### src/rtl/wb_consts.svh
`ifndef WB_CONSTS_SVH
`define WB_CONSTS_SVH

`define WB_ADDR_W 32
`define WB_DATA_W 32
`define WB_MM_W 64
`define WB_SEL_W 16
`define WB_SIZE_W 2

// third register port always writes a doubleword
`define WB_DR3_SIZE 2'b10
// only the reserved bit 1 set
`define WB_FLAGS_RESET 32'h0000_0002

`endif

### src/rtl/wb_pkg.sv
`include "wb_consts.svh"

package wb_pkg;

   // decoded control word for the micro-op in writeback
   typedef struct packed {
      logic is_halt;
      logic is_jne;
      logic is_jnbe;
      logic is_cmovc;
      logic is_cmps_first;
      logic is_cmps_second;
      logic ld_gpr3;
      logic ld_seg;
      logic ld_flags;
      logic ld_eip;
      logic ld_cs;
      logic pop_flags;
      logic push_flags;
      logic save_neip;
      logic save_ncs;
      logic use_temp_neip;
      logic use_temp_ncs;
      logic mm_mem;
      logic [2:0] dr3;
      logic [`WB_DATA_W-1:0] flags_affected;
   } uop_ctrl_t;

   // positions within the flags word
   typedef enum logic [4:0] {
      FLAG_CF = 5'd0,
      FLAG_ZF = 5'd6
   } flag_bit_e;

endpackage

### src/rtl/wb_ctrl_if.sv
`include "wb_consts.svh"

interface wb_ctrl_if;
   logic commit;
   logic use_temp_neip;
   logic use_temp_ncs;
   logic take_not_taken;
   logic save_neip;
   logic save_ncs;
   logic save_count;
   logic push_flags;
   logic pop_flags;
   logic ld_flags;
   logic [`WB_DATA_W-1:0] flags_affected;
   logic zf;
   logic cf;

   modport ctrl (
      output commit, use_temp_neip, use_temp_ncs, take_not_taken, save_neip, save_ncs,
      output save_count, push_flags, pop_flags, ld_flags, flags_affected,
      input  zf, cf
   );

   modport flags (
      input  commit, pop_flags, ld_flags, flags_affected,
      output zf, cf
   );

   modport opsel (
      input commit, use_temp_neip, use_temp_ncs, take_not_taken, save_neip, save_ncs,
      input save_count, push_flags
   );
endinterface

### src/rtl/wb_control.sv
`include "wb_consts.svh"

module wb_control (
   input  logic                  wb_v,
   input  wb_pkg::uop_ctrl_t     uop,
   input  logic                  ex_ld_gpr1,
   input  logic                  ex_ld_gpr2,
   input  logic                  d2_ld_mm,
   input  logic                  ex_dcache_write,
   input  logic                  d2_repne,
   input  logic [2:0]            dr1,
   input  logic [2:0]            dr2,
   input  logic [`WB_DATA_W-1:0] result_c,
   input  logic                  store_done,
   output logic                  store_req,
   output logic                  stall,
   output logic [2:0]            final_dr1,
   output logic [2:0]            final_dr2,
   output logic                  ld_gpr1,
   output logic                  ld_gpr2,
   output logic                  ld_gpr3,
   output logic                  ld_seg,
   output logic                  ld_mm,
   output logic                  ld_eip,
   output logic                  ld_cs,
   output logic                  ld_flags,
   output logic                  dep_ld_gpr1,
   output logic                  dep_ld_gpr2,
   output logic                  dep_ld_gpr3,
   output logic                  dep_ld_seg,
   output logic                  dep_ld_mm,
   output logic                  dep_dcache_write,
   output logic                  halt,
   output logic                  repne_terminate,
   output logic                  branch_taken,
   wb_ctrl_if.ctrl               ctl
);
   logic commit;
   logic jne_taken;
   logic jnbe_taken;

   assign store_req = wb_v & ex_dcache_write;
   assign stall = store_req & ~store_done;
   // nothing architectural moves until the store has completed
   assign commit = wb_v & ~stall;

   assign jne_taken = ~ctl.zf;
   assign jnbe_taken = ~ctl.cf & ~ctl.zf;
   assign branch_taken = wb_v & ((uop.is_jne & jne_taken) | (uop.is_jnbe & jnbe_taken));

   assign halt = wb_v & uop.is_halt;
   assign repne_terminate = wb_v & uop.is_cmps_second & d2_repne &
                            (ctl.zf | (result_c == '0));

   // cmps second uop writes its pointers in swapped order
   assign final_dr1 = uop.is_cmps_second ? dr2 : dr1;
   assign final_dr2 = uop.is_cmps_second ? dr1 : dr2;

   assign dep_ld_gpr1 = wb_v & ex_ld_gpr1 & ~repne_terminate;
   assign dep_ld_gpr2 = wb_v & ex_ld_gpr2 & (~uop.is_cmovc | ctl.cf) & ~repne_terminate;
   assign dep_ld_gpr3 = wb_v & uop.ld_gpr3;
   assign dep_ld_seg = wb_v & uop.ld_seg;
   assign dep_ld_mm = wb_v & d2_ld_mm;
   assign dep_dcache_write = store_req;

   assign ld_gpr1 = dep_ld_gpr1 & commit;
   assign ld_gpr2 = dep_ld_gpr2 & commit;
   assign ld_gpr3 = dep_ld_gpr3 & commit;
   assign ld_seg = dep_ld_seg & commit;
   assign ld_mm = dep_ld_mm & commit;
   assign ld_eip = uop.ld_eip & commit;
   assign ld_cs = uop.ld_cs & commit;
   assign ld_flags = uop.ld_flags & commit;

   assign ctl.commit = commit;
   assign ctl.ld_flags = ld_flags;
   assign ctl.pop_flags = uop.pop_flags;
   assign ctl.push_flags = uop.push_flags;
   assign ctl.flags_affected = uop.flags_affected;
   assign ctl.use_temp_neip = uop.use_temp_neip;
   assign ctl.use_temp_ncs = uop.use_temp_ncs;
   assign ctl.save_neip = uop.save_neip;
   assign ctl.save_ncs = uop.save_ncs;
   assign ctl.save_count = uop.is_cmps_first;
   // a conditional jump that falls through resumes at the next sequential eip
   assign ctl.take_not_taken = (uop.is_jne & ~jne_taken) | (uop.is_jnbe & ~jnbe_taken);
endmodule

### src/rtl/wb_flags_unit.sv
`include "wb_consts.svh"

module wb_flags_unit (
   input  logic                  clk,
   input  logic                  reset,
   input  logic [`WB_DATA_W-1:0] flags_in,
   input  logic [`WB_DATA_W-1:0] result_a,
   output logic [`WB_DATA_W-1:0] flags_fwd,
   wb_ctrl_if.flags              ctl
);
   logic [`WB_DATA_W-1:0] flags_q;
   logic [`WB_DATA_W-1:0] merged;
   logic [`WB_DATA_W-1:0] flags_next;

   // only the affected bits come from execute
   assign merged = (flags_in & ctl.flags_affected) | (flags_q & ~ctl.flags_affected);

   always_comb begin
      if (!ctl.ld_flags) begin
         flags_next = flags_q;
      end else if (ctl.pop_flags) begin
         flags_next = result_a;
      end else begin
         flags_next = merged;
      end
   end

   assign flags_fwd = flags_next;
   assign ctl.zf = flags_next[wb_pkg::FLAG_ZF];
   assign ctl.cf = flags_next[wb_pkg::FLAG_CF];

   always_ff @(posedge clk) begin
      if (reset) begin
         flags_q <= `WB_FLAGS_RESET;
      end else if (ctl.commit) begin
         flags_q <= flags_next;
      end
   end
endmodule

### src/rtl/wb_operand_select.sv
`include "wb_consts.svh"

module wb_operand_select (
   input  logic                  clk,
   input  logic                  reset,
   input  logic [`WB_DATA_W-1:0] result_a,
   input  logic [`WB_DATA_W-1:0] result_c,
   input  logic [`WB_ADDR_W-1:0] neip,
   input  logic [`WB_ADDR_W-1:0] neip_not_taken,
   input  logic [`WB_SEL_W-1:0]  ncs,
   input  logic [`WB_DATA_W-1:0] flags_fwd,
   output logic [`WB_DATA_W-1:0] data1,
   output logic [`WB_ADDR_W-1:0] eip,
   output logic [`WB_SEL_W-1:0]  cs,
   output logic [`WB_DATA_W-1:0] saved_count,
   wb_ctrl_if.opsel              ctl
);
   logic [`WB_ADDR_W-1:0] saved_eip;
   logic [`WB_SEL_W-1:0]  saved_cs;

   // pushf stores the live flags
   assign data1 = ctl.push_flags ? flags_fwd : result_a;

   always_comb begin
      if (ctl.use_temp_neip) begin
         eip = saved_eip;
      end else if (ctl.take_not_taken) begin
         eip = neip_not_taken;
      end else begin
         eip = neip;
      end
   end

   assign cs = ctl.use_temp_ncs ? saved_cs : ncs;

   // saved state for far transfers and string loops
   always_ff @(posedge clk) begin
      if (reset) begin
         saved_eip <= '0;
         saved_cs <= '0;
         saved_count <= '0;
      end else if (ctl.commit) begin
         if (ctl.save_neip) begin
            saved_eip <= neip;
         end
         if (ctl.save_ncs) begin
            saved_cs <= ncs;
         end
         if (ctl.save_count) begin
            saved_count <= result_c;
         end
      end
   end
endmodule

### src/rtl/wb_apb_store.sv
`include "wb_consts.svh"

module wb_apb_store (
   input  logic                  clk,
   input  logic                  reset,
   input  logic                  store_req,
   input  logic [`WB_ADDR_W-1:0] address,
   input  logic [`WB_DATA_W-1:0] data1,
   input  logic [`WB_MM_W-1:0]   result_mm,
   input  logic                  mm_mem,
   input  logic [`WB_MM_W-1:0]   prdata,
   input  logic                  pready,
   input  logic                  pslverr,
   output logic                  store_done,
   output logic                  psel,
   output logic                  penable,
   output logic                  pwrite,
   output logic [`WB_ADDR_W-1:0] paddr,
   output logic [`WB_MM_W-1:0]   pwdata
);
   typedef enum logic [1:0] {
      IDLE,
      SETUP,
      ACCESS
   } state_e;

   state_e state;
   logic [`WB_MM_W-1:0] store_data;

   assign store_data = mm_mem ? result_mm : {{(`WB_MM_W-`WB_DATA_W){1'b0}}, data1};

   assign psel = (state != IDLE);
   assign penable = (state == ACCESS);
   assign pwrite = 1'b1;
   assign store_done = (state == ACCESS) & pready;

   always_ff @(posedge clk) begin
      if (reset) begin
         state <= IDLE;
      end else begin
         case (state)
            IDLE: if (store_req) state <= SETUP;
            SETUP: state <= ACCESS;
            ACCESS: begin
               // no retry on a slave error
               if (pready) begin
                  state <= IDLE;
               end
            end
            default: state <= IDLE;
         endcase
      end
   end

   // payload captured when the transfer opens
   always_ff @(posedge clk) begin
      if (state == IDLE && store_req) begin
         paddr <= address;
         pwdata <= store_data;
      end
   end
endmodule

### src/rtl/wb_stage.sv
`include "wb_consts.svh"

module wb_stage (
   input  logic                   clk,
   input  logic                   reset,
   input  logic                   wb_v,
   input  wb_pkg::uop_ctrl_t      uop,
   input  logic [`WB_SIZE_W-1:0]  datasize,
   input  logic                   ex_ld_gpr1,
   input  logic                   ex_ld_gpr2,
   input  logic                   d2_ld_mm,
   input  logic                   ex_dcache_write,
   input  logic                   d2_repne,
   input  logic [2:0]             dr1,
   input  logic [2:0]             dr2,
   input  logic [`WB_DATA_W-1:0]  result_a,
   input  logic [`WB_DATA_W-1:0]  result_b,
   input  logic [`WB_DATA_W-1:0]  result_c,
   input  logic [`WB_MM_W-1:0]    result_mm,
   input  logic [`WB_DATA_W-1:0]  flags_in,
   input  logic [`WB_ADDR_W-1:0]  neip,
   input  logic [`WB_ADDR_W-1:0]  neip_not_taken,
   input  logic [`WB_SEL_W-1:0]   ncs,
   input  logic [`WB_ADDR_W-1:0]  address,
   input  logic [`WB_MM_W-1:0]    prdata,
   input  logic                   pready,
   input  logic                   pslverr,
   output logic [2:0]             final_dr1,
   output logic [2:0]             final_dr2,
   output logic [2:0]             final_dr3,
   output logic [`WB_DATA_W-1:0]  final_data1,
   output logic [`WB_DATA_W-1:0]  final_data2,
   output logic [`WB_DATA_W-1:0]  final_data3,
   output logic                   ld_gpr1,
   output logic                   ld_gpr2,
   output logic                   ld_gpr3,
   output logic [`WB_SIZE_W-1:0]  final_datasize,
   output logic [`WB_SIZE_W-1:0]  dr3_datasize,
   output logic                   ld_seg,
   output logic [`WB_MM_W-1:0]    mm_data,
   output logic                   ld_mm,
   output logic [`WB_ADDR_W-1:0]  eip,
   output logic                   ld_eip,
   output logic [`WB_SEL_W-1:0]   cs,
   output logic                   ld_cs,
   output logic [`WB_DATA_W-1:0]  flags,
   output logic                   ld_flags,
   output logic                   psel,
   output logic                   penable,
   output logic                   pwrite,
   output logic [`WB_ADDR_W-1:0]  paddr,
   output logic [`WB_MM_W-1:0]    pwdata,
   output logic                   dep_ld_gpr1,
   output logic                   dep_ld_gpr2,
   output logic                   dep_ld_gpr3,
   output logic                   dep_ld_seg,
   output logic                   dep_ld_mm,
   output logic                   dep_dcache_write,
   output logic                   halt,
   output logic                   repne_terminate,
   output logic                   stall,
   output logic                   branch_taken,
   output logic [`WB_DATA_W-1:0]  flags_fwd,
   output logic [`WB_DATA_W-1:0]  saved_count
);
   logic store_req;
   logic store_done;
   logic [`WB_DATA_W-1:0] data1;

   wb_ctrl_if ctl_if ();

   wb_control u_control (
      .wb_v(wb_v), .uop(uop),
      .ex_ld_gpr1(ex_ld_gpr1), .ex_ld_gpr2(ex_ld_gpr2), .d2_ld_mm(d2_ld_mm),
      .ex_dcache_write(ex_dcache_write), .d2_repne(d2_repne),
      .dr1(dr1), .dr2(dr2), .result_c(result_c), .store_done(store_done),
      .store_req(store_req), .stall(stall),
      .final_dr1(final_dr1), .final_dr2(final_dr2),
      .ld_gpr1(ld_gpr1), .ld_gpr2(ld_gpr2), .ld_gpr3(ld_gpr3),
      .ld_seg(ld_seg), .ld_mm(ld_mm), .ld_eip(ld_eip), .ld_cs(ld_cs),
      .ld_flags(ld_flags),
      .dep_ld_gpr1(dep_ld_gpr1), .dep_ld_gpr2(dep_ld_gpr2), .dep_ld_gpr3(dep_ld_gpr3),
      .dep_ld_seg(dep_ld_seg), .dep_ld_mm(dep_ld_mm), .dep_dcache_write(dep_dcache_write),
      .halt(halt), .repne_terminate(repne_terminate), .branch_taken(branch_taken),
      .ctl(ctl_if.ctrl)
   );

   wb_flags_unit u_flags (
      .clk(clk), .reset(reset), .flags_in(flags_in), .result_a(result_a),
      .flags_fwd(flags_fwd), .ctl(ctl_if.flags)
   );

   wb_operand_select u_opsel (
      .clk(clk), .reset(reset), .result_a(result_a), .result_c(result_c),
      .neip(neip), .neip_not_taken(neip_not_taken), .ncs(ncs), .flags_fwd(flags_fwd),
      .data1(data1), .eip(eip), .cs(cs), .saved_count(saved_count),
      .ctl(ctl_if.opsel)
   );

   wb_apb_store u_store (
      .clk(clk), .reset(reset), .store_req(store_req), .address(address),
      .data1(data1), .result_mm(result_mm), .mm_mem(uop.mm_mem),
      .prdata(prdata), .pready(pready), .pslverr(pslverr),
      .store_done(store_done), .psel(psel), .penable(penable), .pwrite(pwrite),
      .paddr(paddr), .pwdata(pwdata)
   );

   assign final_dr3 = uop.dr3;
   assign final_data1 = data1;
   assign final_data2 = result_b;
   assign final_data3 = result_c;
   assign final_datasize = datasize;
   assign dr3_datasize = `WB_DR3_SIZE;
   assign mm_data = result_mm;
   assign flags = flags_fwd;
endmodule

### config.mk
export PLATFORM = sky130hd
export DESIGN_NAME = wb_stage
export DESIGN_NICKNAME = d
export VERILOG_FILES = /design/src/rtl/wb_pkg.sv /design/src/rtl/wb_ctrl_if.sv /design/src/rtl/wb_control.sv /design/src/rtl/wb_flags_unit.sv /design/src/rtl/wb_operand_select.sv /design/src/rtl/wb_apb_store.sv /design/src/rtl/wb_stage.sv
export VERILOG_INCLUDE_DIRS = /design/src /design/src/rtl
export SDC_FILE = /design/constraint.sdc
export NUM_CORES = 1
export LEC_CHECK = 0
export BUFFER_PORTS_ARGS = -buffer_cell sky130_fd_sc_hd__buf_4
export CAP_MARGIN = 20
export CORE_AREA = 2 2 344 346
export DETAILED_ROUTE_END_ITERATION = 8
export DIE_AREA = 0 0 346 348
export PLACE_DENSITY_LB_ADDON = 0.15
export SLEW_MARGIN = 15
export SYNTH_ARGS = -nofsm -noshare
export SYNTH_HDL_FRONTEND = slang
export SYNTH_SLANG_ARGS = --single-unit
### constraint.sdc
create_clock -name clk -period 17.84 [get_ports clk]
set_clock_uncertainty 0.15 [all_clocks]
set_input_delay 2.676 -clock clk [delete_from_list [all_inputs] [get_ports clk]]
set_output_delay 2.676 -clock clk [all_outputs]
set_load 0.02 [all_outputs]
# Word-level counts from Yosys, hierarchy flattened
# Index checks and enable logic that the tools add are counted.
# totals
reg_bits	210
input_bits	439
output_inout_bits	434
elab_cells	77
# classes
n_eq_ne	4
n_mux	12
bitwise_logic	45
n_reduce_logical	8
# op_table
op	n
32-bit 2-to-1 mux	6
32-bit bitwise AND	2
32-bit logical NOT	1
32-bit inverter	1
32-bit bitwise OR	1
1-bit bitwise AND	30
16-bit 2-to-1 mux	1
2-bit AND reduction	4
1-bit inverter	7
3-bit 2-to-1 mux	2
2-bit case mux with 3 select lines	1
2-bit 2-to-1 mux	2
2-bit != test (second input constant)	2
1-bit bitwise OR	4
2-bit by 1-bit == test with 1-bit output (second input constant)	1
2-bit == test (second input constant)	1
2-bit logical NOT	1
2-bit nonzero test	1
1-bit logical AND	1

# Logic depth before layout (Yosys ltp)
# Gate-level depths: netlist (run 1).
# logic_depth
word_depth	15
ltp_mapped	9
ltp_nobuf	7

# Hierarchy
# A second synthesis (run 1) with hierarchy kept.
# hier_totals
cells_unflattened	1247
area_unflattened_um2	12578.3
# modules_own_cells
mod	n_inst	cells_each	area_per_inst_um2	seq_area_each_um2
wb_operand_select	1	525	4744.6	1601.5
wb_apb_store	1	179	3732.3	2922.8
wb_flags_unit	1	283	2182.1	640.6
wb_stage	1	169	1261.2	0.0
wb_control	1	91	658.1	0.0

# Least setup slack after synthesis (run 1)
# Ideal clock, no wire load.
# synth_timing
path_type	input-to-reg
from	input port wb_v
to	register u_store.paddr[0], enable pin
setup_ns	0.551
t_arrival_ns	6.780
required_ns	17.139
path_slack_ns	10.358
path_stages	2
path_buffers	0
cell_sequence	nand2_1 > nor2_1
# synth_via
elab_chain_len	2
# synth_rtl
item	line	source
from (decl)	wb_stage.sv:6	input logic wb_v,
1-bit bitwise AND	wb_control.sv:42	assign store_req = wb_v & ex_dcache_write;
1-bit logical AND	wb_apb_store.sv:57	if (state == IDLE && store_req) begin
to (signal assigned)	wb_apb_store.sv:58	paddr <= address;
to (decl)	wb_apb_store.sv:18	output logic [`WB_ADDR_W-1:0] paddr,
# No other way between the ends.
# A chain may end at the register's enable or synchronous reset.

# Final worst setup path (run 1)
# layout_timing
from	input port pready
to	output port eip[3]
# layout_via
elab_chain_len	14
word_cells_on_any_way	16
classes_between	mux: 3; bitwise: 13
# layout_rtl
item	line	source
from (decl)	wb_stage.sv:26	input logic pready,
1-bit bitwise AND *	wb_apb_store.sv:35	assign store_done = (state == ACCESS) & pready;
1-bit inverter *	wb_control.sv:43	assign stall = store_req & ~store_done;
1-bit bitwise AND *	wb_control.sv:43	
1-bit inverter *	wb_control.sv:45	assign commit = wb_v & ~stall;
1-bit bitwise AND *	wb_control.sv:45	
1-bit bitwise AND *	wb_control.sv:73	assign ld_flags = uop.ld_flags & commit;
32-bit 2-to-1 mux *	wb_flags_unit.sv:19	if (!ctl.ld_flags) begin
1-bit inverter	wb_control.sv:48	assign jnbe_taken = ~ctl.cf & ~ctl.zf;
1-bit bitwise AND	wb_control.sv:48	
1-bit inverter	wb_control.sv:86	assign ctl.take_not_taken = (uop.is_jne & ~jne_taken) | (uop.is_jnbe & ~jnbe_taken);
1-bit bitwise AND	wb_control.sv:86	
1-bit bitwise OR *	wb_control.sv:86	
32-bit 2-to-1 mux *	wb_operand_select.sv:27	end else if (ctl.take_not_taken) begin
32-bit 2-to-1 mux *	wb_operand_select.sv:25	if (ctl.use_temp_neip) begin
to (decl)	wb_stage.sv:42	output logic [`WB_ADDR_W-1:0] eip,
# Every way passes the cells marked *; elsewhere a longest branch is shown, timed or not.

==> results of run 1 <==
[final timing paths]
path,to,cells after the start
hold / removal,u_opsel.saved_count[31],2
hold reg to reg,u_opsel.saved_count[31],2
setup reg to reg,u_store.pwdata[29],8
setup / recovery,eip[3],11
[kinds of logic (layout without fill, tap and decap cells)]
logic type	Yosys count	count (layout)	share of synthesized area, %
simple gates	339	339	14.9
buf+inv	251	804	14.7
compound gates	216	216	13.0
flops	210	210	45.9
mux	117	117	11.4
other cells	2	8	0.0668
[worst max-delay path, stage by stage]
cell and delay (ps):
buf_4 120, nand3b_1 210, a21o_2 170, buf_4 450
o22a_1 380, inv_1 190, o22ai_4 200, buf_4 550
nand2b_4 480, a22oi_2 440, buf_4 210
[synthesized netlist by cell type (5+ instances only)]
cell type / n / area share [%]
o21ai_0: 16 / 0.71
mux2i_1: 33 / 2.9
o21ai_1: 15 / 0.67
inv_1: 6 / 0.20
clkbuf_1: 46 / 1.5
buf_6: 6 / 0.60
a21oi_1: 114 / 5.1
dfxtp_1: 114 / 20
o2bb2ai_1: 30 / 2.3
nor3_1: 5 / 0.22
nor2_1: 44 / 1.5
nor2b_1: 33 / 1.8
buf_4: 174 / 12
and2_1: 41 / 2.3
mux2_2: 84 / 8.4
a22oi_2: 30 / 3.3
nand2_1: 169 / 5.6
buf_1: 7 / 0.23
nor4_1: 8 / 0.45
and3b_1: 31 / 2.4
edfxtp_1: 96 / 26
buf_2: 11 / 0.49
[power by group through the flow]
stage                     combinational [W]  clock [W]  sequential, W
after global routing               0.000369   0.000640       0.000537
after detailed placement           0.000353          0       0.000545
after floorplan                    0.000176          0       0.000563
after global placement             0.000353          0       0.000545
final                              0.000343   0.000592       0.000535
after CTS                          0.000354   0.000627       0.000535
[metrics by stage]
| step | power, W | util, % | hold slack, ps |
|---|---|---|---|
| 2_1_floorplan | 0.000739 | - | 283 |
| 3_3_place_gp | 0.000898 | 14.6 | 292 |
| 3_5_place_dp | 0.000898 | 14.6 | 297 |
| 4_1_cts | 0.00152 | 15.4 | 308 |
| 5_1_grt | 0.00155 | 15.5 | 322 |
| 6_report | 0.00147 | 15.5 | 303 |
[layout make-up]
cell class                 instances  area [um2]
fill                           13300       98900
timing repair buffer             741        5560
sequential                       210        5160
multi-input combinational        675        4440
tap                             1536        1920
clock buffer                      44         895
clock inverter                    12        65.1
inverter                           7        27.5
antenna                            5        12.5
[registers in the layout, summed over array words and instances, names as in the netlist]
name                 cells
u_store.pwdata          64
u_flags.flags_q         32
u_opsel.saved_count     32
u_opsel.saved_eip       32
u_store.paddr           32
u_opsel.saved_cs        16
u_store.state            2
[metal layers]
layer,track usage [%],vias to the layer above,wire length [um]
met5,0,-,57
li1,-,4844,-
met3,3.26,82,5240
met1,11.0,4792,24200
met4,2.62,8,1510
met2,17.1,486,30400
==> flow_summary.json, run 1 <==
{
  "areaGrowthSynthToFinish_pct": 60.9,
  "outcome": "finished clean",
  "postCtsHoldBufs": 0,
  "finalCritPeriodShare_pct": 50.2,
  "internal-power_w": 0.00102,
  "comb_power_share_pct": 23.3,
  "wl_um": 61400,
  "grt_pass1_vias": 10500,
  "postRouteAntennaNets": 0,
  "cts.clk_slew.worst_paths_ps": 60,
  "seqPwrFrac_pct": 36.4,
  "yosys.cell_types.count": 38,
  "max_clock_freq_mhz": 112,
  "slew_violations": 0,
  "cts_setup_buffers": 0,
  "cts_tree": "built",
  "wire_per_inst_um": 19.0,
  "arrival_ps": 6140,
  "grt_antenna_before_repair": 17,
  "rsz0062_at_grt": "false",
  "via_per_inst": 3.16,
  "layout_commonest_cell": "buf_4",
  "irDropWorstVdd_mv": 0.0635,
  "cts.path.max_buffers": 3,
  "cts_max_level": 1,
  "place_congestion": 0.722,
  "vias": 10200,
  "worst-path-max-fanout": 34,
  "synth_ff_type": "dfxtp_1",
  "dpl_worst_slack_ps": 8520,
  "postPlaceCellArea_um2": 17100,
  "async_reset_ff_share_pct": 0,
  "cts_buffers": 30,
  "grt_pass1_wl_um": 83400,
  "post-route-cell-area_um2": 18100,
  "drtIter0Drc": 380,
  "avgSynthCellArea_um2": 9.90,
  "min_from": "u_opsel.saved_count[31]",
  "finalCriticalPeriod_ps": 8960,
  "yosys_register_bits": 210,
  "synth_edf_count": 96,
  "clockPowerShare_pct": 40.3,
  "tns_ps": 0,
  "synth-seq-area-share_pct": 45.9,
  "numPortBuffers": 730,
  "p_leak_nw": 7.57,
  "drive_gt1_share_pct": 54.1,
  "p_switching_w": 0.000447,
  "reg2reg_setup_slack_ps": 14410,
  "final_nets": 2104,
  "die_y_um": 348,
  "ioPinCount": 873,
  "r2r_start": "u_store.state[0]",
  "die_width_um": 346,
  "finalHoldViolations": 0,
  "drv_cap": 0,
  "instances_no_fill": 3230,
  "min_path_type": "reg2reg",
  "slew_headroom_pct": 31.1,
  "drc": 0,
  "track_usage_pct": 9.65,
  "final_cell_mix": "buf_4, nand2_1, a21oi_1, dfxtp_1, edfxtp_1",
  "grt_overflow": 0,
  "dp_hpwl_um": 48600,
  "core_um2": 117000,
  "timing_worst_setup_path_type": "in2out",
  "yosysWarnings": 0,
  "clock_latency_ps": 600,
  "netSwitchingFraction_pct": 30.4,
  "endpoint_kind": "output pin",
  "grt_start_max_net_pins": 71,
  "dp_cells": 3169,
  "cp-start-kind": "primary input",
  "worstMarginPinSlew_ps": 1030,
  "clock_sink_count": 210,
  "cp.required_ps": 15010,
  "die-area_um2": 120000,
  "cp-startpoint": "pready",
  "synth_area_um2": 11200,
  "start_util_pct": 9.61,
  "clock_tree.root_cell": "clkbuf_16",
  "row_count": 126,
  "setup_viol": 0,
  "synth_cells": 1135,
  "first_pass_iters": 4,
  "cts_resized": 0,
  "fin_ws_ps": 8880,
  "powerDensity_nw_per_um2": 81.3
}
Power figures use the tool's default switching activity.
==> inputs of run 2 (changes only) <==
==> constraint.sdc (replaced) <==
create_clock -name clk -period 9.1 [get_ports clk]
set_clock_uncertainty 0.15 [all_clocks]
set_input_delay 1.365 -clock clk [delete_from_list [all_inputs] [get_ports clk]]
set_output_delay 1.365 -clock clk [all_outputs]
set_load 0.02 [all_outputs]
==> run 2 against run 1 <==
  * Global-route usage about the same
  * Cell count is essentially flat
  * Routed wire length rose by 0.18%
  * Flip-flop and latch count unchanged
  * Critical path depth fell by 1
  * Count of clock-buffer cells in the layout fell by 1
  * Register-to-register slack got worse by 8900 ps
  * Setup slack got worse by 6000 ps
==> flow_summary.json, run 2 (synthesis results as in run 1) <==
{
  "grt_start_max_net_pins": 66,
  "min_from": "u_opsel.saved_eip[12]",
  "dp_cells": 3170,
  "ioPinCount": 873,
  "tns_ps": 0,
  "instances_no_fill": 3233,
  "comb_power_share_pct": 23.2,
  "drtIter0Drc": 338,
  "worst-path-max-fanout": 33,
  "r2r_start": "u_store.state[0]",
  "first_pass_iters": 4,
  "wl_um": 61500,
  "cts_tree": "built",
  "powerDensity_nw_per_um2": 160,
  "clock_tree.root_cell": "clkbuf_16",
  "critPathSlowestCell": "buf_4",
  "outcome": "finished clean",
  "cts_buffers": 31,
  "core_um2": 117000,
  "row_count": 126,
  "cp.required_ps": 7590,
  "timing_worst_setup_path_type": "in2out",
  "wire_per_inst_um": 19.0,
  "cts.clk_slew.worst_paths_ps": 60,
  "clockPowerShare_pct": 40.8,
  "grt_antenna_before_repair": 16,
  "worst_hold_slack_ps": 302,
  "arrival_ps": 4710,
  "drc": 0,
  "netSwitchingFraction_pct": 30.5,
  "dpl_worst_slack_ps": 2670,
  "slew_violations": 0,
  "seqPwrFrac_pct": 36.1,
  "worstMarginPinSlew_ps": 964,
  "final_core_util_pct": 15.5,
  "max_clock_freq_mhz": 161,
  "largest_reg_flops": 64,
  "grt_pass1_wl_um": 83400,
  "critPathTopFamily": "compound AO/OA/AOI/OAI gates",
  "slowest_delay_ps": 520,
  "final_nets": 2106,
  "postCtsHoldBufs": 0,
  "drv_cap": 0,
  "irDropWorstVdd_mv": 0.146,
  "min_path_type": "reg2reg",
  "clock_sink_count": 210,
  "track_usage_pct": 9.66,
  "dp_hpwl_um": 49200,
  "final_cell_mix": "buf_4, nand2_1, a21oi_1, dfxtp_1, edfxtp_1",
  "cp-start-kind": "primary input",
  "worstPathCellList": "buf_4, nand3b_1, a21o_2, buf_4, o221a_2, o22ai_4, buf_4, nand2b_4, a22oi_2, buf_4",
  "setup_viol": 0,
  "die_width_um": 346,
  "endpoint_kind": "output pin",
  "grt_pass1_vias": 10500,
  "fin_ws_ps": 2870,
  "nFillCells": 13300,
  "cts_max_level": 1,
  "via_per_inst": 3.19,
  "numPortBuffers": 730,
  "die-area_um2": 120000,
  "regMostFlops": "u_store.pwdata",
  "finalHoldViolations": 0,
  "timing.critical_path.buf_inv": 4,
  "postRouteAntennaNets": 0,
  "cp_common_cell": "buf_4",
  "layout_commonest_cell": "buf_4",
  "clock_latency_ps": 610,
  "multi_input_area_um2": 4440,
  "place_congestion": 0.733,
  "cp-startpoint": "pready",
  "slew_headroom_pct": 35.8,
  "final-seq-area_um2": 5160,
  "p_switching_w": 0.000887,
  "grt_overflow": 0,
  "p_leak_nw": 7.60,
  "vias": 10300,
  "start_util_pct": 9.61,
  "cts_resized": 0,
  "die_y_um": 348,
  "rsz0062_at_grt": "false",
  "cts_setup_buffers": 0,
  "internal-power_w": 0.00202,
  "drive_gt1_share_pct": 54.2,
  "cts.path.max_buffers": 3,
  "finalCriticalPeriod_ps": 6230,
  "areaGrowthSynthToFinish_pct": 61.2,
  "finalCritPeriodShare_pct": 68.4
}
## run 2: cell count changes in the layout (fill, tap and decap cells not counted)
cell        change
buf_4           +1
clkbuf_16       +2
clkbuf_8        -3
clkinv_1        -1
clkinv_2        +2
clkinvlp_4      -1
inv_4           +2
inv_6           +1
## run 2: worst reg2reg max path, cell delays in order (launching register included)
cell and delay, ps:
dfxtp_1 370, nand3b_1 300, a21o_2 370, buf_4 480, clkinv_2 610, o21ai_1 290, o2bb2ai_1 300, mux2_2 420
mux2_2 200
## run 2: stage by stage
| stage | power [W] | cell area, um2 |
|---|---|---|
| final | 0.00291 | 18100 |
| after CTS | 0.00300 | 18100 |
| after global placement | 0.00176 | 17100 |
| after global routing | 0.00307 | 18100 |
| after floorplan | 0.00145 | 11200 |
| after detailed placement | 0.00176 | 17100 |
## run 2: path summary, 6_finish.rpt
path | slack (ps) | depth (start not counted) | end
worst max-delay path | 2870 | 10 | eip[3]
worst min-delay path | 300 | 2 | u_opsel.saved_eip[12]
worst max register to register | 5510 | 8 | u_store.pwdata[29]
worst min register to register | 300 | 2 | u_opsel.saved_eip[12]
## run 2: metal layers
layer / global-route usage, % / share of wire [%] / up-vias
li1: - / - / 4861
met1: 10.7 / 39 / 4889
met2: 17.5 / 50 / 459
met3: 3.50 / 8.7 / 81
met4: 2.29 / 2.1 / 10
met5: 0 / 0.12 / -
## run 2: layout make-up
cell class | instances | area share (%)
diodes | 5 | 0.0690
clock buffers | 43 | 4.99
clock inverters | 15 | 0.470
inverters | 7 | 0.152
multi-input cells | 675 | 24.5
flip-flops and latches | 210 | 28.5
well taps | 1536 | 10.6
repair buffers | 742 | 30.7
## run 2: power groups by stage
stage	Clock, W	Combinational (W)	Sequential, W
after global routing	0.00129	0.000723	0.00105
after floorplan	0	0.000346	0.00110
after global placement	0	0.000693	0.00107
final	0.00119	0.000673	0.00105
after detailed placement	0	0.000694	0.00107
after CTS	0.00126	0.000696	0.00105
==> inputs of run 3 (changes only) <==
==> constraint.sdc (replaced) <==
create_clock -name clk -period 6.4 [get_ports clk]
set_clock_uncertainty 0.15 [all_clocks]
set_input_delay 0.96 -clock clk [delete_from_list [all_inputs] [get_ports clk]]
set_output_delay 0.96 -clock clk [all_outputs]
set_load 0.02 [all_outputs]
==> run 3 against run 2 <==
  * Non-clock buffer count decreased by 2
  * Count of clock-buffer cells in the layout shrank 3
  * Setup slack worse by 1100 ps
  * Largest cell class unchanged
==> flow_summary.json, run 3 (synthesis results as in run 1) <==
{
  "outcome": "finished clean",
  "numPortBuffers": 730,
  "wire_per_inst_um": 19.1,
  "cts_setup_buffers": 0,
  "worstMarginPinSlew_ps": 1010,
  "nFillCells": 13300,
  "finalCriticalPeriod_ps": 4670,
  "start_util_pct": 9.61,
  "vias": 10300,
  "rsz0062_at_grt": "false",
  "slew_headroom_pct": 32.9,
  "cts_buffers": 34,
  "dp_hpwl_um": 48600,
  "drc": 0,
  "p_leak_nw": 7.64,
  "postPlaceCellArea_um2": 17100,
  "cp.required_ps": 5290,
  "tns_ps": 0,
  "largest_reg_flops": 64,
  "grt_pass1_wl_um": 83700,
  "die_width_um": 346,
  "busiest_layer": "met2",
  "clock_sink_count": 210,
  "cp-start-kind": "primary input",
  "track_usage_pct": 9.81,
  "finalCritPeriodShare_pct": 72.9,
  "grt_pass1_vias": 10600,
  "finalHoldViolations": 0,
  "setup_viol": 0,
  "worst-path-max-fanout": 32,
  "min_path_type": "reg2reg",
  "core_um2": 117000,
  "wl_um": 61900,
  "drive_gt1_share_pct": 54.0,
  "areaGrowthSynthToFinish_pct": 62.2,
  "timing_worst_setup_path_type": "in2out",
  "post-route-cell-area_um2": 18200,
  "drv_cap": 0,
  "die-area_um2": 120000,
  "postRouteAntennaNets": 0,
  "met3_usage_pct": 3.86,
  "ioPinCount": 873,
  "final_cell_mix": "buf_4, nand2_1, a21oi_1, dfxtp_1, edfxtp_1",
  "cts_max_level": 2,
  "cts_tree": "built",
  "grt_overflow": 0,
  "layout_commonest_cell": "buf_4",
  "arrival_ps": 3560,
  "irDropWorstVdd_mv": 0.131,
  "row_count": 126,
  "drtIter0Drc": 304,
  "multi_input_area_um2": 4440,
  "final-seq-area_um2": 5160,
  "place_congestion": 0.722,
  "slew_violations": 0,
  "cts.clk_slew.worst_paths_ps": 50,
  "max_clock_freq_mhz": 214,
  "clock_tree.root_cell": "clkbuf_16",
  "cts.path.max_buffers": 3,
  "endpoint_kind": "output pin",
  "first_pass_iters": 4,
  "grt_start_max_net_pins": 97,
  "grt_use_met1_pct": 10.6,
  "postCtsHoldBufs": 0,
  "via_per_inst": 3.17,
  "regMostFlops": "u_store.pwdata",
  "grt_antenna_before_repair": 11,
  "cts_resized": 0,
  "clock_latency_ps": 560,
  "final_nets": 2107,
  "powerDensity_nw_per_um2": 238,
  "die_y_um": 348,
  "use_met2_pct": 17.5
}
run 3: critical path, cell delays in order:
cell,delay [ps]
buf_4,100
nand3b_1,230
a21o_2,420
o22a_1,490
o22ai_4,330
buf_4,540
a22oi_2,230
buf_4,210
run 3: cell type report:
type	count	share of cell area [%]
antenna	2	0.0274
timing repair buffer	740	30.5
inverter	7	0.151
tap	1536	10.5
clock inverter	22	0.981
multi-input combinational	675	24.3
sequential	210	28.3
clock buffer	40	5.13
run 3: power breakdown:
group / switching (W) / internal [W]
sequential: 0.0000214 / 0.00147
combinational: 0.000533 / 0.000424
clock: 0.000763 / 0.00113
total: 0.00132 / 0.00302
run 3: worst paths after layout:
check	start	to	slack (ps)	depth (start not counted)
setup reg to reg	u_store.state[0]	u_store.pwdata[4]	3250	7
hold reg to reg	u_opsel.saved_eip[12]	u_opsel.saved_eip[12]	300	2
hold / removal	u_opsel.saved_eip[12]	u_opsel.saved_eip[12]	300	2
setup / recovery	pready	eip[3]	1730	8
run 3: per-layer routing:
layer	part of all wire [%]	vias to the layer above
met5	0.13	-
met4	2.5	12
met3	8.7	90
met2	50	462
met1	39	4820
li1	-	4868
run 3: per-stage QoR:
step / hold WS (ps) / power (W) / std cells / utilization [%] / worst slack, ps
global placement: 290 / 0.00250 / 3168 / 14.6 / 1560
finish: 303 / 0.00434 / 3232 / 15.6 / 1730
detailed placement: 298 / 0.00251 / 3168 / 14.6 / 1530
CTS: 305 / 0.00449 / 3230 / 15.6 / 1510
global route: 318 / 0.00457 / 3230 / 15.6 / 1430
floorplan: 283 / 0.00206 / 1136 / - / 634
